<file path="src/hw/cpuPkg.sv">
// shared types for the 16-bit execute core; opcodes 14 and 15 have no enum name and act as reserved
package cpuPkg;

	localparam int WORD_BITS     = 16;
	localparam int REG_COUNT     = 16;
	localparam int REG_ADDR_BITS = 4;

	typedef logic [WORD_BITS-1:0]     word_t;
	typedef logic [REG_ADDR_BITS-1:0] regAddr_t;

	// numbering fixed by the instruction encoding
	typedef enum logic [4:0] {
		MOV   = 5'd0,
		ADD   = 5'd1,
		ADC   = 5'd2,  // add with carry in
		SUB   = 5'd3,
		SBB   = 5'd4,  // subtract with borrow in
		AND   = 5'd5,
		OR    = 5'd6,
		XOR   = 5'd7,
		MUL   = 5'd8,  // low half of product
		MULU  = 5'd9,  // high half of product
		BSR   = 5'd10, // reserved
		BSL   = 5'd11, // reserved
		CMP   = 5'd12, // flags of A - B, no write
		TEST  = 5'd13, // zero of A & B, no write
		ASR   = 5'd16,
		LSR   = 5'd17,
		LSL   = 5'd18,
		ROLC  = 5'd19, // rotate left through carry
		RORC  = 5'd20, // rotate right through carry
		ROL   = 5'd21, // reserved
		ROR   = 5'd22, // reserved
		CLC   = 5'd23,
		STC   = 5'd24,
		CLZ   = 5'd25,
		STZ   = 5'd26,
		CLS   = 5'd27,
		STS   = 5'd28,
		SAVEF = 5'd29, // flags into bits 2..0 of result
		RESTF = 5'd30, // flags from bits 2..0 of B
		RSV31 = 5'd31  // reserved
	} aluOp_e;

	// same bit order as SAVEF and RESTF
	typedef struct packed {
		logic sign;
		logic carry;
		logic zero;
	} flags_t;

	typedef struct packed {
		aluOp_e   op;
		regAddr_t rd;     // destination and operand A
		regAddr_t rs;     // operand B when useImm is low
		logic     useImm;
		word_t    imm;
	} instr_t;

	typedef struct packed {
		logic  valid;   // one cycle after issue
		logic  writeEn; // result goes to the register file
		word_t value;
	} aluRes_t;

endpackage
</file>
<file path="src/hw/execCore.sv">
// execute core top; one instruction per cycle, no stall input, result and flags one cycle after issue
`timescale 1ns/10ps

module execCore import cpuPkg::*; (
	input  logic   CLK,
	input  logic   RSTb,
	input  logic   issue,
	input  instr_t instr,
	output word_t  result,
	output logic   resultValid,
	output flags_t flags
);

	regAddr_t rdAddrA;
	regAddr_t rdAddrB;
	regAddr_t wrAddr;
	word_t    rdDataA;
	word_t    rdDataB;
	word_t    opA;
	word_t    opB;
	aluRes_t  aluRes;
	logic     wrEn;

	assign wrEn        = aluRes.valid && aluRes.writeEn;
	assign result      = aluRes.value;
	assign resultValid = aluRes.valid;

	regFile i_regs (
		.CLK     (CLK),
		.RSTb    (RSTb),
		.rdAddrA (rdAddrA),
		.rdAddrB (rdAddrB),
		.rdDataA (rdDataA),
		.rdDataB (rdDataB),
		.wrEn    (wrEn),
		.wrAddr  (wrAddr),
		.wrData  (aluRes.value)
	);

	operandFetch i_fetch (
		.CLK     (CLK),
		.RSTb    (RSTb),
		.instr   (instr),
		.issue   (issue),
		.res     (aluRes),
		.rdAddrA (rdAddrA),
		.rdAddrB (rdAddrB),
		.rdDataA (rdDataA),
		.rdDataB (rdDataB),
		.wrAddr  (wrAddr),
		.opA     (opA),
		.opB     (opB)
	);

	alu i_alu (
		.CLK     (CLK),
		.RSTb    (RSTb),
		.a       (opA),
		.b       (opB),
		.op      (instr.op),
		.execute (issue),
		.res     (aluRes),
		.flags   (flags)
	);

endmodule

</file>
<file path="src/hw/operandFetch.sv">
// operand select with one-deep forwarding; assumes the ALU result lands exactly one cycle after issue
`timescale 1ns/10ps

module operandFetch import cpuPkg::*; (
	input  logic     CLK,
	input  logic     RSTb,
	input  instr_t   instr,
	input  logic     issue,
	input  aluRes_t  res,
	output regAddr_t rdAddrA,
	output regAddr_t rdAddrB,
	input  word_t    rdDataA,
	input  word_t    rdDataB,
	output regAddr_t wrAddr,
	output word_t    opA,
	output word_t    opB
);

	regAddr_t pendAddr;
	logic     fwdOk;
	logic     fwdA;
	logic     fwdB;

	assign rdAddrA = instr.rd;
	assign rdAddrB = instr.rs;
	assign wrAddr  = pendAddr; // destination of the instruction now in the ALU

	// result in flight that has not reached the register file yet
	assign fwdOk = res.valid && res.writeEn;
	assign fwdA  = fwdOk && (instr.rd == pendAddr);
	assign fwdB  = fwdOk && (instr.rs == pendAddr);

	assign opA = fwdA ? res.value : rdDataA;

	always_comb begin
		if (instr.useImm) begin
			opB = instr.imm; // immediate wins over any forward
		end else if (fwdB) begin
			opB = res.value;
		end else begin
			opB = rdDataB;
		end
	end

	always_ff @(posedge CLK) begin
		if (!RSTb) begin
			pendAddr <= '0;
		end else if (issue) begin
			pendAddr <= instr.rd;
		end
	end

	// a forward is only legal for an instruction issued on the previous edge
	aFwdOnValid: assert property (@(posedge CLK) disable iff (!RSTb)
		(fwdA || fwdB) |-> (res.valid && $past(issue)))
		else $error("operandFetch: forward without a result in flight");

endmodule

</file>
<file path="src/hw/regFile.sv">
// register file with two asynchronous reads and one write; a read in the write cycle sees the old word
`timescale 1ns/10ps

module regFile import cpuPkg::*; (
	input  logic     CLK,
	input  logic     RSTb,
	input  regAddr_t rdAddrA,
	input  regAddr_t rdAddrB,
	output word_t    rdDataA,
	output word_t    rdDataB,
	input  logic     wrEn,
	input  regAddr_t wrAddr,
	input  word_t    wrData
);

	word_t regs [REG_COUNT];

	assign rdDataA = regs[rdAddrA];
	assign rdDataB = regs[rdAddrB];

	always_ff @(posedge CLK) begin
		if (!RSTb) begin
			for (int i = 0; i < REG_COUNT; i++) begin
				regs[i] <= '0; // all registers start at zero
			end
		end else if (wrEn) begin
			regs[wrAddr] <= wrData;
		end
	end

	// a write address coming back from the pending tracker must be resolved
	aWrAddrKnown: assert property (@(posedge CLK) disable iff (!RSTb)
		wrEn |-> !$isunknown(wrAddr))
		else $error("regFile: write with unknown address");

endmodule

</file>
<file path="src/hw/alu.sv">
// flag-holding ALU; result, flags and writeEn only change on execute, valid follows execute each cycle
`timescale 1ns/10ps

module alu import cpuPkg::*; (
	input  logic    CLK,
	input  logic    RSTb,
	input  word_t   a,
	input  word_t   b,
	input  aluOp_e  op,
	input  logic    execute,
	output aluRes_t res,
	output flags_t  flags
);

	logic [WORD_BITS:0]     addExt;
	logic [WORD_BITS:0]     subExt;
	logic [2*WORD_BITS-1:0] mulFull;
	logic                   carryIn;
	word_t                  andVal;
	word_t                  orVal;
	word_t                  xorVal;
	word_t                  asrVal;
	word_t                  lsrVal;
	word_t                  lslVal;
	word_t                  rolcVal;
	word_t                  rorcVal;
	word_t                  nextVal;
	flags_t                 nextFlags;
	logic                   nextWe;

	// sign, carry and zero of a fresh result
	function automatic flags_t resultFlags(input word_t v, input logic c);
		return '{sign: v[WORD_BITS-1], carry: c, zero: (v == '0)};
	endfunction

	assign carryIn = (op == ADC || op == SBB) ? flags.carry : 1'b0;
	assign addExt  = {1'b0, a} + {1'b0, b} + {{WORD_BITS{1'b0}}, carryIn};
	assign subExt  = {1'b0, a} - {1'b0, b} - {{WORD_BITS{1'b0}}, carryIn}; // msb is borrow

	assign andVal  = a & b;
	assign orVal   = a | b;
	assign xorVal  = a ^ b;
	assign asrVal  = {b[WORD_BITS-1], b[WORD_BITS-1:1]};
	assign lsrVal  = {1'b0, b[WORD_BITS-1:1]};
	assign lslVal  = {b[WORD_BITS-2:0], 1'b0};
	assign rolcVal = {b[WORD_BITS-2:0], flags.carry};
	assign rorcVal = {flags.carry, b[WORD_BITS-1:1]};

	mult i_mult (
		.a       (a),
		.b       (b),
		.product (mulFull)
	);

	always_comb begin
		nextVal   = '0;
		nextFlags = flags; // unchanged unless the op says otherwise
		nextWe    = 1'b0;
		case (op)
			MOV: begin
				nextVal = b;
				nextWe  = 1'b1;
			end
			ADD, ADC: begin
				nextVal   = addExt[WORD_BITS-1:0];
				nextFlags = resultFlags(addExt[WORD_BITS-1:0], addExt[WORD_BITS]);
				nextWe    = 1'b1;
			end
			SUB, SBB: begin
				nextVal   = subExt[WORD_BITS-1:0];
				nextFlags = resultFlags(subExt[WORD_BITS-1:0], subExt[WORD_BITS]);
				nextWe    = 1'b1;
			end
			AND: begin
				nextVal   = andVal;
				nextFlags = resultFlags(andVal, 1'b0);
				nextWe    = 1'b1;
			end
			OR: begin
				nextVal   = orVal;
				nextFlags = resultFlags(orVal, 1'b0);
				nextWe    = 1'b1;
			end
			XOR: begin
				nextVal   = xorVal;
				nextFlags = resultFlags(xorVal, 1'b0);
				nextWe    = 1'b1;
			end
			MUL: begin
				nextVal   = mulFull[WORD_BITS-1:0];
				nextFlags = resultFlags(mulFull[WORD_BITS-1:0], 1'b0);
				nextWe    = 1'b1;
			end
			MULU: begin
				nextVal   = mulFull[2*WORD_BITS-1:WORD_BITS];
				nextFlags = resultFlags(mulFull[2*WORD_BITS-1:WORD_BITS], 1'b0);
				nextWe    = 1'b1;
			end
			CMP: begin
				nextVal   = a;
				nextFlags = resultFlags(subExt[WORD_BITS-1:0], subExt[WORD_BITS]);
			end
			TEST: begin
				nextVal         = a;
				nextFlags.zero  = (andVal == '0);
			end
			ASR: begin
				nextVal        = asrVal;
				nextFlags.zero = (asrVal == '0);
				nextWe         = 1'b1;
			end
			LSR: begin
				nextVal        = lsrVal;
				nextFlags.zero = (lsrVal == '0);
				nextWe         = 1'b1;
			end
			LSL: begin
				nextVal        = lslVal;
				nextFlags.zero = (lslVal == '0);
				nextWe         = 1'b1;
			end
			ROLC: begin
				nextVal         = rolcVal;
				nextFlags.carry = a[WORD_BITS-1];
				nextWe          = 1'b1;
			end
			RORC: begin
				nextVal         = rorcVal;
				nextFlags.carry = a[0];
				nextWe          = 1'b1;
			end
			CLC: nextFlags.carry = 1'b0;
			STC: nextFlags.carry = 1'b1;
			CLZ: nextFlags.zero  = 1'b0;
			STZ: nextFlags.zero  = 1'b1;
			CLS: nextFlags.sign  = 1'b0;
			STS: nextFlags.sign  = 1'b1;
			SAVEF: begin
				nextVal = {{(WORD_BITS-$bits(flags_t)){1'b0}}, flags};
				nextWe  = 1'b1;
			end
			RESTF: nextFlags = flags_t'(b[$bits(flags_t)-1:0]);
			BSR, BSL, ROL, ROR, RSV31: ; // reserved, zero result
			default: ;                  // 14 and 15 also reserved
		endcase
	end

	always_ff @(posedge CLK) begin
		if (!RSTb) begin
			res   <= '0;
			flags <= '0;
		end else begin
			res.valid <= execute;
			if (execute) begin
				res.value   <= nextVal;
				res.writeEn <= nextWe;
				flags       <= nextFlags;
			end
		end
	end

	aValidKnown: assert property (@(posedge CLK) disable iff (!RSTb)
		!$isunknown(res.valid))
		else $error("alu: res.valid is unknown");

endmodule

</file>
<file path="src/hw/mult.sv">
// purely combinational unsigned multiplier; long ripple path, so keep the clock slow or add stages
`timescale 1ns/10ps

module mult import cpuPkg::*; (
	input  word_t                  a,
	input  word_t                  b,
	output logic [2*WORD_BITS-1:0] product
);

	logic [2*WORD_BITS-1:0] aWide;

	assign aWide = {{WORD_BITS{1'b0}}, a}; // zero extend before shifting

	// one partial product per bit of b
	always_comb begin
		product = '0;
		for (int i = 0; i < WORD_BITS; i++) begin
			if (b[i]) begin
				product = product + (aWide << i);
			end
		end
	end

endmodule

</file>
<file path="config.mk">
export PLATFORM = sky130hd
export DESIGN_NAME = execCore
export DESIGN_NICKNAME = d
export VERILOG_FILES = /design/src/hw/cpuPkg.sv /design/src/hw/execCore.sv /design/src/hw/operandFetch.sv /design/src/hw/regFile.sv /design/src/hw/alu.sv /design/src/hw/mult.sv
export SDC_FILE = /design/constraint.sdc
export NUM_CORES = 1
export LEC_CHECK = 0
export BUFFER_PORTS_ARGS = -buffer_cell sky130_fd_sc_hd__buf_2
export CAP_MARGIN = 20
export CORE_MARGIN = 5
export CORE_UTILIZATION = 33
export CTS_CLUSTER_DIAMETER = 60
export DETAILED_ROUTE_END_ITERATION = 10
export PLACE_DENSITY = 0.55
export SETUP_SLACK_MARGIN = 0.4
export SYNTH_ARGS = -nofsm -noshare
export SYNTH_HDL_FRONTEND = slang
export SYNTH_SLANG_ARGS = --single-unit
</file>
<file path="constraint.sdc">
create_clock -name CLK -period 27 [get_ports CLK]
set_input_delay 4.05 -clock CLK [delete_from_list [all_inputs] [get_ports CLK]]
set_output_delay 4.05 -clock CLK [all_outputs]
set_load 0.01 [all_outputs]
</file>
Word-level counts from Yosys, hierarchy flattened. Memory sizes are Yosys's and may differ from the RTL's. Index checks and enable logic that the tools add are counted. Widths: inputs -> output; s select.

RAM bits: 256. Word-level logic and storage cells: 117. Input port bits: 33. Memories: 1. Flip-flop bits (word level): 25. Output and inout bits: 20.

Memories: i_regs.regs (depth 16, width 16, rd ports 2, clocked after memory_dff 0, wr ports 16, RTL line regFile.sv:16) `word_t regs [REG_COUNT];`.

Muxes and demuxes: 32. Equal/unequal tests: 26. Add/subtract/negate cells: 19. Reduce and logical (&&, ||, !) cells: 29. Bitwise operators: 3.

Operator list (count): $mux 32 (15); $pmux 16 s15 (1); $logic_not 16->1 (10); $mux 16 (5); $eq 5x5->1 const B (13); $add 32x17->32 (1); $add 32x18->32 (1); $add 32x19->32 (1); $add 32x20->32 (1); $add 32x21->32 (1); $add 32x22->32 (1); $add 32x23->32 (1); $add 32x24->32 (1); $add 32x25->32 (1); $add 32x26->32 (1); $add 32x27->32 (1); $add 32x28->32 (1); $add 32x29->32 (1); $add 32x30->32 (1); $add 32x31->32 (1); $reduce_or 16->1 (2); $eq 5x3->1 const B (4); $eq 5x4->1 const B (4); $add 16x16->17 (1); other kinds (24) (39).

Logic depth before layout (Yosys ltp).
Depth in word-level cells: 37. Depth in mapped cells: 133.

Hierarchy. From an unflattened synthesis, not the netlist that was laid out.

Cell total of the unflattened synthesis: 3872. Area total of the unflattened synthesis: 34628.2 um^2.

Modules (own cells, without submodules): mult (cells each 2202, area an instance 15262.1 um^2, times used 1); regFile (cells each 859, area an instance 13538.0 um^2, times used 1); alu (cells each 684, area an instance 4852.2 um^2, times used 1); operandFetch (cells each 126, area an instance 969.7 um^2, times used 1); execCore (cells each 1, area an instance 6.3 um^2, times used 1).

Worst setup path after synthesis. No wires, ideal clock.

Kind: input port to flip-flop. Start point: in instr[22] (netlist name). End point: reg i_alu.flags[0] (netlist name). Arrival: 28464 ps. Stages on the path: 116. Slack: -1524 ps. Required time: 26940 ps. Buffers on the path: 3. Cell sequence: buf_2 -> buf_2 -> buf_1 -> mux4_2 -> mux4_2 -> o21a_1 -> a21oi_1 -> inv_1 -> ha_1 -> a21oi_1 -> o21ai_2 -> a221o_1 -> and3_1 -> or4_1 -> mux2_2 -> ha_1 -> nor4_1 -> a211oi_1 -> [... 80 more ...] -> nor3_1 -> nor2_1 -> nor2_1 -> o21a_1 -> a31oi_1 -> ha_1 -> or2_2 -> o22ai_1 -> inv_1 -> o2111a_1 -> nor2_1 -> xnor2_1 -> a221oi_1 -> nand4_1 -> a2111oi_0 -> nand4_1 -> nor4_1 -> a41o_1.

Word-level cells in the longest chain between the ends: 36. Elaborated cells between the ends (all ways): 50. Classes of those cells: 19 x add/sub; 1 x eq/ne; 18 x mux; 3 x bitwise; 8 x reduce/logical; 1 x memory.

RTL lines: from (decl) (RTL line execCore.sv:8) `input instr_t instr,`; branches (longest 2 deep; another with $mem_v2 16x16); $mux 16 * (RTL line operandFetch.sv:33) `assign opA = fwdA ? res.value : rdDataA;`; $mux 16 (RTL line mult.sv:18) `if (b[i]) begin`; $add 32x17->32 (RTL line mult.sv:19) `product = product + (aWide << i);`; $mux 32 (RTL line mult.sv:18); $add 32x18->32 (RTL line mult.sv:19); $mux 32 (RTL line mult.sv:18); $add 32x19->32 (RTL line mult.sv:19); [... 19 more ...]; $add 32x29->32 (RTL line mult.sv:19); $mux 32 (RTL line mult.sv:18); $add 32x30->32 (RTL line mult.sv:19); $mux 32 (RTL line mult.sv:18); $add 32x31->32 (RTL line mult.sv:19); $mux 32 (RTL line mult.sv:18); $logic_not 16->1 (RTL line alu.sv:33) `return '{sign: v[WORD_BITS-1], carry: c, zero: (v == '0)};`; $pmux 1 s13 * (RTL line alu.sv:59) `case (op)`.

Every way passes the cells marked *. A chain may end at the register's enable or synchronous reset.

Final worst setup path.
Start point: in instr[21] (netlist name). End point: reg i_alu.flags[0] (netlist name).

Word-level cells in the longest chain between the ends: 36. Elaborated cells between the ends (all ways): 50. Classes of those cells: 19 x add/sub; 1 x eq/ne; 18 x mux; 3 x bitwise; 8 x reduce/logical; 1 x memory.

RTL lines (RTL line): branches (longest 2 deep; another with $mem_v2 16x16); $mux 16 * (operandFetch.sv:33); $mux 16 (mult.sv:18); $add 32x17->32 (mult.sv:19); $mux 32 (mult.sv:18); $add 32x18->32 (mult.sv:19); $mux 32 (mult.sv:18); $add 32x19->32 (mult.sv:19); [... 19 more ...]; $add 32x29->32 (mult.sv:19); $mux 32 (mult.sv:18); $add 32x30->32 (mult.sv:19); $mux 32 (mult.sv:18); $add 32x31->32 (mult.sv:19); $mux 32 (mult.sv:18); $logic_not 16->1 (alu.sv:33); $pmux 1 s13 * (alu.sv:59).

Marked as above.

==> reports/qor.log <==
qor: run_status.status completed
qor: setup_path.r2r_setup_slack 4.20 ns
qor: flow_run.drv_cap 0
qor: cts.tritoncts done
qor: sta.clock-skew-final 0.0370 ns
qor: grt.grt_antenna_before_repair 2
qor: floorplanning.die_w 331 um
qor: sta.max_freq 38.9 MHz
qor: synth.synth.net_count 4282
qor: layout.area.sequential 0.00819 mm^2
qor: layout.postLayoutCoreUtil 43.0%
qor: layout.multi_input_area 0.0254 mm^2
qor: cts.cts_hold_repair.buffers 0
qor: detailed_routing.route.antenna.remaining_nets 0
qor: setup_path.critical_path.max_stage_delay 0.54 ns
qor: setup_path.critical_path.endpoint_type flop
qor: layout.final_design_area_no_fill 0.0439 mm^2
qor: placed_design.post-place-ws -0.462 ns
qor: setup_path.r2r_cells 115
qor: synth.yosys_most_used_dff sky130_fd_sc_hd__edfxtp_1
qor: synth.syn_inst 3921
qor: detailed_routing.drc 0
qor: cts.clock_insertion_delay_worst_skew 0.62 ns
qor: synth.synth.area.top_cells sky130_fd_sc_hd__edfxtp_1 (23%), sky130_fd_sc_hd__ha_1 (11%), sky130_fd_sc_hd__mux4_2 (9.3%)
qor: layout.fraction_of_layout_cells_with_a_size_suffix_above_1 30.7%
qor: setup_path.path_type_of_the_worst_setup_path in -> reg
qor: sta.number_of_slew_limit_violations_in_the_final_report 0
qor: cts.root_buffer sky130_fd_sc_hd__clkbuf_16
qor: layout.final_net_count 5005
qor: detailed_routing.routed_via_density 5.88
qor: synth.synth-seq-cells 281
qor: synth.xor_xnor_cell_area_share_of_the_yosys_netlist 4.61%
qor: synth.number_of_enable_type_register_cells_in_the_synthesized_netlist 256
qor: synth.synth-seq-area-share 24.1%
qor: layout.layout.cells.non_filler 6034
qor: detailed_routing.wirelength 141000 um
qor: layout.syn_to_final_growth 29.3%
qor: placed_design.gp_routability_congestion 0.967
qor: min_path.hold_path.class reg -> reg
qor: setup_path.critical_path.most_common_cell sky130_fd_sc_hd__ha_1
qor: synth.synthDominantAreaCellType sky130_fd_sc_hd__edfxtp_1
qor: sta.finalHoldViolCount 0
qor: power_and_ir_drop.power.total 4.66 mW
qor: placed_design.buffer_ports.inserted 52
qor: synth.synth_area_per_cell 8.66 um^2
qor: synth.combinational_family_with_the_most_area_after_synthesis compound AO/OA/AOI/OAI gates
qor: cts.cts.reportedPaths.clkPinSlew 0.06 ns
qor: cts.cts_max_path_buffers 3
qor: floorplanning.boundaryPins 53
qor: sta.max_slew_margin 24.6%
qor: setup_path.timing.critical_path.arrival 26.25 ns
qor: sta.worst_hold_slack 0.590 ns
qor: min_path.worst_hold_end i_fetch.wrAddr[2]
qor: synth.synth_compound_gate_area_share 22.9%
qor: setup_path.reg2reg_to i_alu.flags[0]
qor: setup_path.critical_path_data_required_time 27.53 ns
qor: detailed_routing.first_pass_iters 7
qor: setup_path.family_of_cells_with_the_greatest_summed_delay_on_the_critical_path compound AO/OA/AOI/OAI gates
qor: power_and_ir_drop.worst_ir_drop_vdd 0.0651 mV
qor: sta.worst-slew-pin-transition 1.13 ns
qor: synth.mappedNetlistArea 0.0340 mm^2
qor: synth.synthSimpleGateAreaFrac 19.6%
qor: power_and_ir_drop.power.density_cell_area 106 mW/mm^2
qor: setup_path.slowest_stage sky130_fd_sc_hd__mux4_2
qor: placed_design.numPlacedInstances 5921
qor: placed_design.place_area 0.0413 mm^2
qor: sta.final_count_of_negative_setup_slack_endpoints 0
qor: synth.adder_cell_share_of_the_synthesized_area 12.5%
qor: detailed_routing.vias 35470
qor: cts.number_of_sinks_on_the_clock_net 281
qor: synth.synth_mux_area_share 11.2%
qor: sta.fin_crit_sh 95.2%
qor: grt.global_route_wire_length_before_repair 210000 um
qor: min_path.whs_path_depth 2
qor: min_path.hold_sp i_fetch.wrAddr[2]
qor: floorplanning.die_area 0.109 mm^2
qor: grt.track_usage 24.7%
qor: grt.grt_max_degree 53
qor: layout.final.fill_count 10173
qor: cts.cts_made_buffers 30
qor: detailed_routing.dr.first_iter.drc_count 3664
qor: detailed_routing.drt-wirelength-per-cell 23.4 um
qor: synth.yosysMostFrequentCell sky130_fd_sc_hd__nand2_1
qor: sta.final_worst_path_period_need 25.72 ns
qor: floorplanning.coreArea 0.102 mm^2
qor: floorplanning.rows 117
qor: sta.finalWorstSetupSlack 1.28 ns
qor: power_and_ir_drop.cellLeakagePower 18.3 nW
qor: sta.rsz_0062_raised_after_global_routing false
qor: setup_path.setup.worst_path.start_class input port
qor: setup_path.worst_setup_path_startpoint instr[21]
qor: grt.vias_in_the_first_global_route 33619
qor: floorplanning.die_h 331 um
qor: setup_path.path_max_fanout 16
qor: synth.synth_commonest_cells sky130_fd_sc_hd__nand2_1 (320), sky130_fd_sc_hd__nor2_1 (310), sky130_fd_sc_hd__ha_1 (309)
qor: setup_path.timing.critical_path.buf_inv 12
qor: synth.synth_top_area_share 22.6%
qor: grt.grt-ovfl-total 0
qor: floorplanning.initial_core_util 33.3%
qor: placed_design.place_hpwl 104000 um
qor: sta.setup_tns 0 ns
qor: synth.yosys.cell_types.count 98
qor: cts.clock_tree.htree_level_count 1
qor: synth.synth_async_sr_flop_share 0%
qor: synth.synth.yosys.warnings 0
qor: setup_path.worst_r2r_startpoint i_fetch.wrAddr[2]
worst max path at each step:
stage	endpoint	slack, ns	cells after the start
final	i_alu.flags[0]	1.28	116
after global routing	i_alu.flags[0]	0.20	112
after CTS	i_alu.flags[0]	0.44	123
after detailed placement	i_alu.flags[0]	-0.46	118
after global placement	i_alu.flags[0]	-0.04	119
after floorplan	i_alu.flags[0]	0.41	122
report_power, final:
part	internal [mW]	leakage (nW)	switching, mW
logic	1.91	15.0	1.86
registers	0.489	2.85	0.0117
clock network	0.214	0.439	0.184
worst register-to-register path, delay by kind of cell (launching register included):
kind | cells | cell delay, ns
compound gates | 48 | 7.91
simple gates | 34 | 6.84
fa+ha+maj | 15 | 4.05
buf+inv | 11 | 1.92
mux | 3 | 0.92
xor+xnor | 4 | 0.65
flops | 1 | 0.40
area by class of cell:
class                      count  area share (%)
clock inverter                18           0.359
multi-input combinational   3227            57.9
antenna                        1         0.00570
sequential                   281            18.6
inverter                     168            1.44
timing repair buffer         936            16.0
clock buffer                  35            1.75
tap                         1368            3.90
placed cells by master, fill, tap and decap left out, types with 32 or more instances in the layout:
cell and instances:
sky130_fd_sc_hd__buf_4 875, sky130_fd_sc_hd__nand2_1 312, sky130_fd_sc_hd__nor2_1 303, sky130_fd_sc_hd__ha_1 266, sky130_fd_sc_hd__edfxtp_1 256, sky130_fd_sc_hd__a21oi_1 236, sky130_fd_sc_hd__nor3_1 205, sky130_fd_sc_hd__o21ai_0 166
sky130_fd_sc_hd__inv_1 148, sky130_fd_sc_hd__mux4_2 141, sky130_fd_sc_hd__xnor2_1 110, sky130_fd_sc_hd__and2_1 105, sky130_fd_sc_hd__nand3_1 86, sky130_fd_sc_hd__a21o_1 71, sky130_fd_sc_hd__nor4_1 69, sky130_fd_sc_hd__o21a_1 65
sky130_fd_sc_hd__xor2_1 63, sky130_fd_sc_hd__nor2b_1 55, sky130_fd_sc_hd__nand2b_1 52, sky130_fd_sc_hd__buf_2 49, sky130_fd_sc_hd__a21oi_2 40, sky130_fd_sc_hd__o211ai_1 39, sky130_fd_sc_hd__o21ai_2 34, sky130_fd_sc_hd__a31oi_1 34
sky130_fd_sc_hd__ha_4 33, sky130_fd_sc_hd__o22ai_1 32, sky130_fd_sc_hd__o21ai_1 32, sky130_fd_sc_hd__clkbuf_16 32
flip-flops by register name, indices dropped and copies added (netlist names):
name / count
i_regs.regs: 256
i_alu.res: 18
i_fetch.wrAddr: 4
i_alu.flags: 3
metal layers:
layer  global-route usage (%)  wire length (um)  vias to the layer above
li1                         -                 -                    16434
met1                     34.8             60700                    17102
met2                     38.7             62200                     1624
met3                     3.88             12500                      310
met4                     8.08              5870                        0
met5                        0                 0                        -
logic make-up after synthesis:
logic type | after synthesis
flops | 281
buf+inv | 413
xor+xnor | 178
simple gates | 1368
compound gates | 1156
fa+ha+maj | 328
mux | 197
what timing repair did:
item / CTS / global route
pin swaps: 2 / 102
gates resized for setup: 11 / 245
setup endpoints to repair: 1 / 15
buffers inserted: 2 / 55
gates cloned: 0 / 2
No activity file was read; power rests on OpenSTA's default activity.
